==> src/rtl/radio_pkg.sv <==
/*
 * Radio core shared definitions: settings bus layout, register map,
 * readback selectors and sample types
 */
package radio_pkg;

   // Settings bus
   localparam int SET_ADDR_W = 8;
   localparam int SET_DATA_W = 32;

   typedef struct packed {
      logic                  stb;
      logic [SET_ADDR_W-1:0] addr;
      logic [SET_DATA_W-1:0] data;
   } set_bus_t;

   //////////////////////////////
   // Setting register map
   localparam logic [SET_ADDR_W-1:0] SR_LED_SW    = 8'd0;
   localparam logic [SET_ADDR_W-1:0] SR_LED_SRC   = 8'd1;
   localparam logic [SET_ADDR_W-1:0] SR_TIME_HI   = 8'd10;
   localparam logic [SET_ADDR_W-1:0] SR_TIME_LO   = 8'd11;
   localparam logic [SET_ADDR_W-1:0] SR_RX_BASE   = 8'd32;
   localparam logic [SET_ADDR_W-1:0] SR_RX_STRIDE = 8'd16;

   // Offsets inside one receive channel's window
   typedef enum logic [3:0] {
      RX_REG_RUN  = 4'd0,
      RX_REG_RATE = 4'd1
   } rx_reg_e;

   //////////////////////////////
   // Readback
   typedef enum logic [2:0] {
      RB_COMPAT = 3'd0, RB_TIME_HI = 3'd1, RB_TIME_LO = 3'd2,
      RB_PPS_HI = 3'd3, RB_PPS_LO = 3'd4, RB_STATUS = 3'd5
   } rb_sel_e;

   // Major in the upper half, minor in the lower
   localparam logic [31:0] COMPAT_NUM = {16'd3, 16'd1};

   // LEDs 1:0 follow the channel run bits out of reset
   localparam logic [7:0] LED_SRC_RESET = 8'h03;

   //////////////////////////////
   // Samples and time
   typedef struct packed {
      logic signed [15:0] i;
      logic signed [15:0] q;
   } iq_in_t;

   typedef struct packed {
      logic signed [23:0] i;
      logic signed [23:0] q;
   } iq_acc_t;

   typedef logic [63:0] vita_time_t;

endpackage

==> src/rtl/radio_core.sv <==
`timescale 1ns/1ns
/*
 * Radio core top: settings hub, timekeeper, receive channels
 * and the stream merger on one DSP clock
 */
module radio_core #(
   parameter int NUM_CHAN = 2
) (
   input  logic                  dsp_clk,
   input  logic                  por_rst,
   input  radio_pkg::set_bus_t   set_i,
   input  radio_pkg::iq_in_t     adc_i,
   input  logic                  adc_stb_i,
   input  logic                  pps_i,
   input  radio_pkg::rb_sel_e    rb_sel_i,
   output logic [31:0]           rb_data_o,
   output logic [7:0]            leds_o,
   output radio_pkg::iq_acc_t    out_sample_o,
   output logic [((NUM_CHAN > 1) ? $clog2(NUM_CHAN) : 1)-1:0] out_chan_o,
   output logic                  out_stb_o
);

   radio_pkg::set_bus_t   set_bus;
   radio_pkg::vita_time_t vita_time;
   radio_pkg::vita_time_t vita_pps;
   radio_pkg::iq_acc_t    rx_sample [NUM_CHAN];
   logic [NUM_CHAN-1:0]   rx_stb;
   logic [NUM_CHAN-1:0]   rx_run;
   logic [NUM_CHAN-1:0]   overrun;

   //////////////////////////////
   // Settings and readback
   settings_hub #(.NUM_CHAN(NUM_CHAN)) u_hub (
      .dsp_clk(dsp_clk), .por_rst(por_rst),
      .set_i(set_i), .set_o(set_bus),
      .run_i(rx_run), .overrun_i(overrun),
      .vita_time_i(vita_time), .vita_pps_i(vita_pps),
      .rb_sel_i(rb_sel_i), .rb_data_o(rb_data_o),
      .leds_o(leds_o)
   );

   vita_timekeeper u_time (
      .dsp_clk(dsp_clk), .por_rst(por_rst),
      .set_i(set_bus), .pps_i(pps_i),
      .vita_time_o(vita_time), .vita_pps_o(vita_pps)
   );

   //////////////////////////////
   // Receive channels
   // All channels see the same ADC stream
   for (genvar g = 0; g < NUM_CHAN; g++) begin : g_rx
      rx_channel #(.CHAN_INDEX(g)) u_rx (
         .dsp_clk(dsp_clk), .por_rst(por_rst),
         .set_i(set_bus),
         .adc_i(adc_i), .adc_stb_i(adc_stb_i),
         .sample_o(rx_sample[g]), .sample_stb_o(rx_stb[g]),
         .run_o(rx_run[g])
      );
   end

   stream_merge #(.NUM_CHAN(NUM_CHAN)) u_merge (
      .dsp_clk(dsp_clk), .por_rst(por_rst),
      .in_sample_i(rx_sample), .in_stb_i(rx_stb),
      .out_sample_o(out_sample_o), .out_chan_o(out_chan_o),
      .out_stb_o(out_stb_o), .overrun_o(overrun)
   );

endmodule

==> src/rtl/rx_channel.sv <==
`timescale 1ns/1ns
/*
 * One receive channel: run and rate registers plus an
 * accumulate-and-dump decimator on the ADC I/Q stream
 */
module rx_channel #(
   parameter int CHAN_INDEX = 0
) (
   input  logic                dsp_clk,
   input  logic                por_rst,
   input  radio_pkg::set_bus_t set_i,
   input  radio_pkg::iq_in_t   adc_i,
   input  logic                adc_stb_i,
   output radio_pkg::iq_acc_t  sample_o,
   output logic                sample_stb_o,
   output logic                run_o
);

   localparam int BASE      = radio_pkg::SR_RX_BASE + CHAN_INDEX * radio_pkg::SR_RX_STRIDE;
   localparam int RUN_ADDR  = BASE + int'(radio_pkg::RX_REG_RUN);
   localparam int RATE_ADDR = BASE + int'(radio_pkg::RX_REG_RATE);

   logic               run_q;
   logic [7:0]         rate_q;
   logic [7:0]         cnt_q;
   logic [7:0]         last_cnt;
   logic               run_wr;
   logic               rate_wr;
   logic               run_keep;
   logic               dump;
   logic [23:0]        ext_i;
   logic [23:0]        ext_q;
   radio_pkg::iq_acc_t acc_q;
   radio_pkg::iq_acc_t sum;

   assign run_wr  = set_i.stb && (set_i.addr == RUN_ADDR[radio_pkg::SET_ADDR_W-1:0]);
   assign rate_wr = set_i.stb && (set_i.addr == RATE_ADDR[radio_pkg::SET_ADDR_W-1:0]);

   // Only accept input while run is set and not being cleared now
   assign run_keep = run_q && !(run_wr && !set_i.data[0]);

   // Rate 0 behaves as rate 1
   assign last_cnt = (rate_q == 8'd0) ? 8'd0 : rate_q - 8'd1;
   assign dump     = cnt_q >= last_cnt;

   assign ext_i = {{8{adc_i.i[15]}}, adc_i.i};
   assign ext_q = {{8{adc_i.q[15]}}, adc_i.q};

   // First input of a group starts the sum afresh
   assign sum.i = (cnt_q == 8'd0) ? ext_i : acc_q.i + ext_i;
   assign sum.q = (cnt_q == 8'd0) ? ext_q : acc_q.q + ext_q;

   always_ff @(posedge dsp_clk) begin
      if (por_rst) begin
         run_q        <= 1'b0;
         rate_q       <= 8'd1;
         cnt_q        <= 8'd0;
         sample_stb_o <= 1'b0;
      end else begin
         sample_stb_o <= 1'b0;
         if (run_wr) run_q <= set_i.data[0];
         if (rate_wr) rate_q <= set_i.data[7:0];
         if (!run_keep) begin
            cnt_q <= 8'd0;
         end else if (adc_stb_i) begin
            cnt_q        <= dump ? 8'd0 : cnt_q + 8'd1;
            sample_stb_o <= dump;
         end
      end
   end

   always_ff @(posedge dsp_clk) begin
      if (run_keep && adc_stb_i) begin
         if (dump) sample_o <= sum;
         else acc_q <= sum;
      end
   end

   assign run_o = run_q;

   a_stb_needs_run: assert property (@(posedge dsp_clk) disable iff (por_rst)
      sample_stb_o |-> run_q)
      else $error("rx sample strobe while channel stopped");

endmodule

==> src/rtl/settings_hub.sv <==
`timescale 1ns/1ns
/*
 * Settings hub: registers the host settings bus, keeps the LED
 * registers and serves registered readback words
 */
module settings_hub #(
   parameter int NUM_CHAN = 2
) (
   input  logic                  dsp_clk,
   input  logic                  por_rst,
   input  radio_pkg::set_bus_t   set_i,
   output radio_pkg::set_bus_t   set_o,
   input  logic [NUM_CHAN-1:0]   run_i,
   input  logic [NUM_CHAN-1:0]   overrun_i,
   input  radio_pkg::vita_time_t vita_time_i,
   input  radio_pkg::vita_time_t vita_pps_i,
   input  radio_pkg::rb_sel_e    rb_sel_i,
   output logic [31:0]           rb_data_o,
   output logic [7:0]            leds_o
);

   logic                              stb_q;
   logic [radio_pkg::SET_ADDR_W-1:0]  addr_q;
   logic [radio_pkg::SET_DATA_W-1:0]  data_q;
   logic [7:0]                        led_sw_q;
   logic [7:0]                        led_src_q;
   logic [7:0]                        led_hw;
   logic [31:0]                       status_word;

   //////////////////////////////
   // Host bus register
   always_ff @(posedge dsp_clk) begin
      if (por_rst) begin
         stb_q <= 1'b0;
      end else begin
         stb_q <= set_i.stb;
      end
   end

   always_ff @(posedge dsp_clk) begin
      addr_q <= set_i.addr;
      data_q <= set_i.data;
   end

   assign set_o = '{stb: stb_q, addr: addr_q, data: data_q};

   //////////////////////////////
   // LED registers
   always_ff @(posedge dsp_clk) begin
      if (por_rst) begin
         led_sw_q  <= 8'h00;
         led_src_q <= radio_pkg::LED_SRC_RESET;
      end else if (stb_q) begin
         if (addr_q == radio_pkg::SR_LED_SW) led_sw_q <= data_q[7:0];
         if (addr_q == radio_pkg::SR_LED_SRC) led_src_q <= data_q[7:0];
      end
   end

   // Hardware word is just the run bits
   always_comb begin
      led_hw = 8'h00;
      led_hw[NUM_CHAN-1:0] = run_i;
   end

   // Set source bit picks hardware, clear picks software
   assign leds_o = (led_src_q & led_hw) | (~led_src_q & led_sw_q);

   //////////////////////////////
   // Readback mux
   always_comb begin
      status_word = 32'h0;
      status_word[8 +: NUM_CHAN] = overrun_i;
      status_word[NUM_CHAN-1:0]  = run_i;
   end

   always_ff @(posedge dsp_clk) begin
      case (rb_sel_i)
         radio_pkg::RB_COMPAT:  rb_data_o <= radio_pkg::COMPAT_NUM;
         radio_pkg::RB_TIME_HI: rb_data_o <= vita_time_i[63:32];
         radio_pkg::RB_TIME_LO: rb_data_o <= vita_time_i[31:0];
         radio_pkg::RB_PPS_HI:  rb_data_o <= vita_pps_i[63:32];
         radio_pkg::RB_PPS_LO:  rb_data_o <= vita_pps_i[31:0];
         radio_pkg::RB_STATUS:  rb_data_o <= status_word;
         default:               rb_data_o <= 32'hffff_ffff;
      endcase
   end

   // A single host strobe must reach the receivers as a single strobe
   a_set_single: assert property (@(posedge dsp_clk) disable iff (por_rst)
      (set_i.stb ##1 !set_i.stb) |=> !set_o.stb)
      else $error("settings strobe stretched past one cycle");

endmodule

==> src/rtl/stream_merge.sv <==
`timescale 1ns/1ns
/*
 * Stream merger: one holding register per channel, sends the
 * lowest-index pending sample each cycle and flags overruns
 */
module stream_merge #(
   parameter int NUM_CHAN = 2
) (
   input  logic                                        dsp_clk,
   input  logic                                        por_rst,
   input  radio_pkg::iq_acc_t                          in_sample_i [NUM_CHAN],
   input  logic [NUM_CHAN-1:0]                         in_stb_i,
   output radio_pkg::iq_acc_t                          out_sample_o,
   output logic [((NUM_CHAN > 1) ? $clog2(NUM_CHAN) : 1)-1:0] out_chan_o,
   output logic                                        out_stb_o,
   output logic [NUM_CHAN-1:0]                         overrun_o
);

   localparam int CHAN_W = (NUM_CHAN > 1) ? $clog2(NUM_CHAN) : 1;

   radio_pkg::iq_acc_t  hold_q [NUM_CHAN];
   logic [NUM_CHAN-1:0] valid_q;
   logic [NUM_CHAN-1:0] pend;
   logic [NUM_CHAN-1:0] send;
   logic                sel_found;
   logic [CHAN_W-1:0]   sel_idx;
   radio_pkg::iq_acc_t  sel_sample;

   // A fresh sample counts as pending in the cycle it arrives
   assign pend = valid_q | in_stb_i;

   // Lowest index wins
   always_comb begin
      sel_found = 1'b0;
      sel_idx   = '0;
      for (int c = NUM_CHAN - 1; c >= 0; c--) begin
         if (pend[c]) begin
            sel_found = 1'b1;
            sel_idx   = CHAN_W'(c);
         end
      end
      send = '0;
      send[sel_idx] = sel_found;
   end

   // Held entry is older than the one arriving
   assign sel_sample = valid_q[sel_idx] ? hold_q[sel_idx] : in_sample_i[sel_idx];

   always_ff @(posedge dsp_clk) begin
      if (por_rst) begin
         valid_q   <= '0;
         overrun_o <= '0;
         out_stb_o <= 1'b0;
      end else begin
         out_stb_o <= sel_found;
         for (int c = 0; c < NUM_CHAN; c++) begin
            valid_q[c] <= send[c] ? (valid_q[c] & in_stb_i[c]) : (valid_q[c] | in_stb_i[c]);
            if (valid_q[c] && in_stb_i[c] && !send[c]) overrun_o[c] <= 1'b1;
         end
      end
   end

   always_ff @(posedge dsp_clk) begin
      for (int c = 0; c < NUM_CHAN; c++) begin
         if (in_stb_i[c]) hold_q[c] <= in_sample_i[c];
      end
      if (sel_found) begin
         out_sample_o <= sel_sample;
         out_chan_o   <= sel_idx;
      end
   end

   a_sent_was_pending: assert property (@(posedge dsp_clk) disable iff (por_rst)
      out_stb_o |-> |($past(pend) & (NUM_CHAN'(1) << out_chan_o)))
      else $error("merger sent an entry that was not pending");

endmodule

==> src/rtl/vita_timekeeper.sv <==
`timescale 1ns/1ns
/*
 * 64-bit timekeeper, loadable over the settings bus, with a
 * capture of the count at every PPS rising edge
 */
module vita_timekeeper (
   input  logic                  dsp_clk,
   input  logic                  por_rst,
   input  radio_pkg::set_bus_t   set_i,
   input  logic                  pps_i,
   output radio_pkg::vita_time_t vita_time_o,
   output radio_pkg::vita_time_t vita_pps_o
);

   logic [31:0] time_hi_q;
   logic        pps_meta_q;
   logic        pps_sync_q;
   logic        pps_prev_q;
   logic        pps_rise;
   logic        hi_wr;
   logic        lo_wr;

   assign hi_wr = set_i.stb && (set_i.addr == radio_pkg::SR_TIME_HI);
   assign lo_wr = set_i.stb && (set_i.addr == radio_pkg::SR_TIME_LO);

   //////////////////////////////
   // Time count
   // High word waits here until the low word arrives
   always_ff @(posedge dsp_clk) begin
      if (por_rst) begin
         time_hi_q   <= 32'h0;
         vita_time_o <= '0;
      end else begin
         if (hi_wr) time_hi_q <= set_i.data;
         if (lo_wr) begin
            vita_time_o <= {time_hi_q, set_i.data};
         end else begin
            vita_time_o <= vita_time_o + 64'd1;
         end
      end
   end

   //////////////////////////////
   // PPS capture
   // Two flops against metastability, third one for the edge
   always_ff @(posedge dsp_clk) begin
      if (por_rst) begin
         pps_meta_q <= 1'b0;
         pps_sync_q <= 1'b0;
         pps_prev_q <= 1'b0;
      end else begin
         pps_meta_q <= pps_i;
         pps_sync_q <= pps_meta_q;
         pps_prev_q <= pps_sync_q;
      end
   end

   assign pps_rise = pps_sync_q & ~pps_prev_q;

   always_ff @(posedge dsp_clk) begin
      if (por_rst) begin
         vita_pps_o <= '0;
      end else if (pps_rise) begin
         vita_pps_o <= vita_time_o;
      end
   end

endmodule

==> config.mk <==
export PLATFORM = sky130hd
export DESIGN_NAME = radio_core
export DESIGN_NICKNAME = d
export VERILOG_FILES = /design/src/rtl/radio_pkg.sv /design/src/rtl/radio_core.sv /design/src/rtl/rx_channel.sv /design/src/rtl/settings_hub.sv /design/src/rtl/stream_merge.sv /design/src/rtl/vita_timekeeper.sv
export SDC_FILE = /design/constraint.sdc
export NUM_CORES = 1
export LEC_CHECK = 0
export ABC_AREA = 1
export CORE_MARGIN = 1.5
export CORE_UTILIZATION = 55
export CTS_CLUSTER_DIAMETER = 80
export CTS_CLUSTER_SIZE = 16
export DETAILED_ROUTE_END_ITERATION = 8
export DONT_BUFFER_PORTS = 1
export HOLD_SLACK_MARGIN = 0.12
export PLACE_DENSITY = 0.7
export SLEW_MARGIN = 20
export SYNTH_ARGS = -nofsm -noshare
export SYNTH_HDL_FRONTEND = slang
export SYNTH_SLANG_ARGS = --single-unit
export TNS_END_PERCENT = 50
==> constraint.sdc <==
create_clock -name dsp_clk -period 5.7 [get_ports dsp_clk]
set_clock_uncertainty 0.15 [all_clocks]
set_input_delay 1.71 -clock dsp_clk [delete_from_list [all_inputs] [get_ports dsp_clk]]
set_output_delay 1.71 -clock dsp_clk [all_outputs]
set_load 0.05 [all_outputs]
==> flow_summary_export.csv <==
group,metric,value,unit
run_status,status,"completed",
timing,max_freq,248.6,MHz
place,gp_congestion,0.9921,
place,place_ws,1.726,ns
timing,slew_headroom,26.37,%
clocking,clockBufferDepth,3,
global_routing,grt_usage,29.23,%
final_layout,nFillCells,5389,
global_routing,grt_max_degree,98,
synth,yosysMostFrequentCell,"nand2_1",
final_layout,layout-drive-gt1-share,4.292,%
synth,synth_cells,4060,
clocking,postCtsSetupBuffers,0,
clocking,tritoncts,"done",
die,core.rowCount,88,
synth,synth_mux_area_share,0.03497,%
critical_path,start_kind,"register",
clocking,insertion_delay,0.62,ns
global_routing,grt_pass1_wl,136600,um
timing,worstMarginPinSlew,1.102,ns
synth,syn_nets,4259,
routing,drt_iter0_markers,2296,
clocking,h-tree-depth,2,
timing,hold_viol,0,
power_and_ir_drop,power.leakage,14.57,nW
synth,ys_warn_count,0,
global_routing,overflow,0,
routing,vias_per_cell,5.451,
synth,ys_seq_area_share,49.64,%
synth,yosys-top-cells-area,"edfxtp_1 31%, dfxtp_1 18%, nand2_1 12%",
timing,rsz0062_at_grt,"false",
clocking,cts_made_buffers,47,
place,numPortBuffers,0,
routing,vias,26161,
synth,synth_xor_area_share,1.387,%
die,core_area,0.05781,mm^2
run,cap_viol_max_count,0,
synth,syn_avg_cell_area,7.931,um^2
clocking,clock-root-buffer,"clkbuf_16",
routing,routedWlPerCell,18.42,um
synth,synth_top_area_share,31.43,%
final_layout,areaGrowthSynthToFinish,6.388,%
clocking,cts_hold_buf,0,
timing,setup_ws,1.677,ns
global_routing,antenna_found_initial,4,
synth,synth_top_family_by_area,"simple AND/OR/NAND/NOR gates",
timing,setup_viol,0,
synth,synth_top_cells_by_count,"1034 x nand2_1, 543 x inv_1, 484 x nor2_1",
global_routing,grt_pass1_vias,24590,
die,die_h,245.0,um
synth,ys.flop_type,"edfxtp_1",
critical_path,path_class,"reg -> reg",
power_and_ir_drop,max-vdd-ir-drop,0.2861,mV
synth,synth_edf_count,337,
critical_path,endpoint_kind,"register",
synth,synth.distinct_cells,49,
routing,drt_pass1_iterations,6,
timing,drv_slew,0,
critical_path,critical_path_peak_fanout,30,
clocking,cts_resized,0,
clocking,cts_sinks,630,
min_path,min_path_type,"reg -> reg",
synth,synth_seq_cells,630,
power_and_ir_drop,p_total,8.631,mW
power_and_ir_drop,powerDensity,251.9,mW/mm^2
synth,synth_compound_area_share,10.79,%
synth,synthSimpleGateAreaFrac,25.30,%
timing,fin_crit,4.023,ns
synth,syn-cell-area,0.03220,mm^2
synth,synthAdderAreaFrac,4.717,%
die,num_io_pins,170,
routing,antenna_left,0,
place,place_hpwl,63480,um
routing,drc,0,
critical_path,critPathArrivalTime,4.11,ns
timing,post-route-period-util,70.57,%
critical_path,required,5.79,ns
die,start_util,55.71,%
routing,wl,88420,um
synth,yosysTopAreaCell,"edfxtp_1",
die,die_x,245.0,um
die,die-area,0.06001,mm^2
clocking,path_clk_slew,0.07,ns
synth,async_reset_ff_share,0,%
final_layout,final_net_count,4208,
## cells in the final DEF (no fill, tap or decap), types with 4 or more instances in the layout
cell and count:
a211oi_1 9, nand4_1 60, edfxtp_1 337, ha_1 115, buf_4 23, o21bai_1 15, o211ai_1 7, nand2_1 1030
a221oi_1 10, o22ai_1 61, o21ai_0 319, nand3b_1 13, nor3_1 24, o21ai_1 4, a22oi_1 19, and2_1 7
nor2_4 12, or2_0 7, clkbuf_16 49, xnor2_1 27, clkinv_1 10, clkbuf_1 14, nand2_2 14, or2_1 5
a31oi_1 5, dfxtp_1 291, or2_2 35, nor2_1 481, o2111ai_1 21, a21oi_1 149, inv_1 540, xor2_1 24
fa_1 4, inv_2 10, nor2_2 7, nand3_1 243
## report_power, final
group	internal, mW	total [mW]	switching, mW
Clock	1.61	3.23	1.62
Combinational	0.164	0.501	0.338
Sequential	4.81	4.90	0.0893
Total	6.59	8.63	2.05
## routing by layer
layer  GRT usage (%)  up-vias  wire (um)
li1                -    13183          -
met1           39.61    12020      39160
met2           48.01      812      40540
met3           4.778      146       6004
met4           9.005        0       2707
met5               0        -          0
## final timing paths
| kind | cells after the start | from | slack (ns) | endpoint |
|---|---|---|---|---|
| hold / removal | 2 | u_time.pps_meta_q | 0.26 | u_time.pps_sync_q |
| hold reg to reg | 2 | u_time.pps_meta_q | 0.26 | u_time.pps_sync_q |
| setup / recovery | 15 | g_rx[0].u_rx.rate_q[0] | 1.68 | g_rx[0].u_rx.sample_o[26] |
| setup reg to reg | 15 | g_rx[0].u_rx.rate_q[0] | 1.68 | g_rx[0].u_rx.sample_o[26] |
## state kept, by name, summed over array words and instances (netlist names), 32 cells and up
register / cells
g_rx.u_rx.acc_q: 96
g_rx.u_rx.sample_o: 96
u_merge.hold_q: 96
u_time.vita_pps_o: 64
u_time.vita_time_o: 64
u_merge.out_sample_o: 48
u_hub.data_q: 32
u_hub.rb_data_o: 32
u_time.time_hi_q: 32
## cells by family after synthesis
family,Yosys count
AOI/OAI and AO/OA,626
xor gates and xnor gates,51
adders and majority gates,119
buffers and inverters,684
DFF,630
muxes,1
and+or+nand+nor,1949
## stage by stage
stage	util (%)	area, um^2	std cells	setup TNS [ns]	hold WS, ns
5_1_grt	59.26	34260	4799	0	0.2812
3_3_place_gp	56.90	32890	4725	0	0.2391
3_5_place_dp	56.90	32890	4725	0	0.2552
2_1_floorplan	-	32200	4060	-18.96	0.2383
6_report	59.26	34260	4799	0	0.2612
4_1_cts	59.25	34250	4796	0	0.2653
## worst max-delay path, cell delays in order, from the launching register on
cell and delay (ns):
dfxtp_1 0.35, inv_1 0.08, ha_1 0.22, nand2_1 0.10, nor3_1 0.07, or2_2 0.29, o21ai_0 0.15, o31ai_1 0.09
ha_1 0.29, nand2_1 0.07, nor2_1 0.15, nand4_1 0.10, nand3_1 0.14, nand2_1 0.17, nor2_4 0.65, buf_4 0.57
## cell type report
cell class	count	area (um^2)	share of cell area [%]
clock buffer	63	1279	3.733
tap	765	957.2	2.794
multi-input combinational	2746	13670	39.89
timing repair buffer	23	172.7	0.5040
clock inverter	8	78.83	0.2301
sequential	630	15990	46.67
inverter	561	2108	6.154
antenna	3	7.507	0.02191
Note: power is estimated with default switching activity, not from simulation.
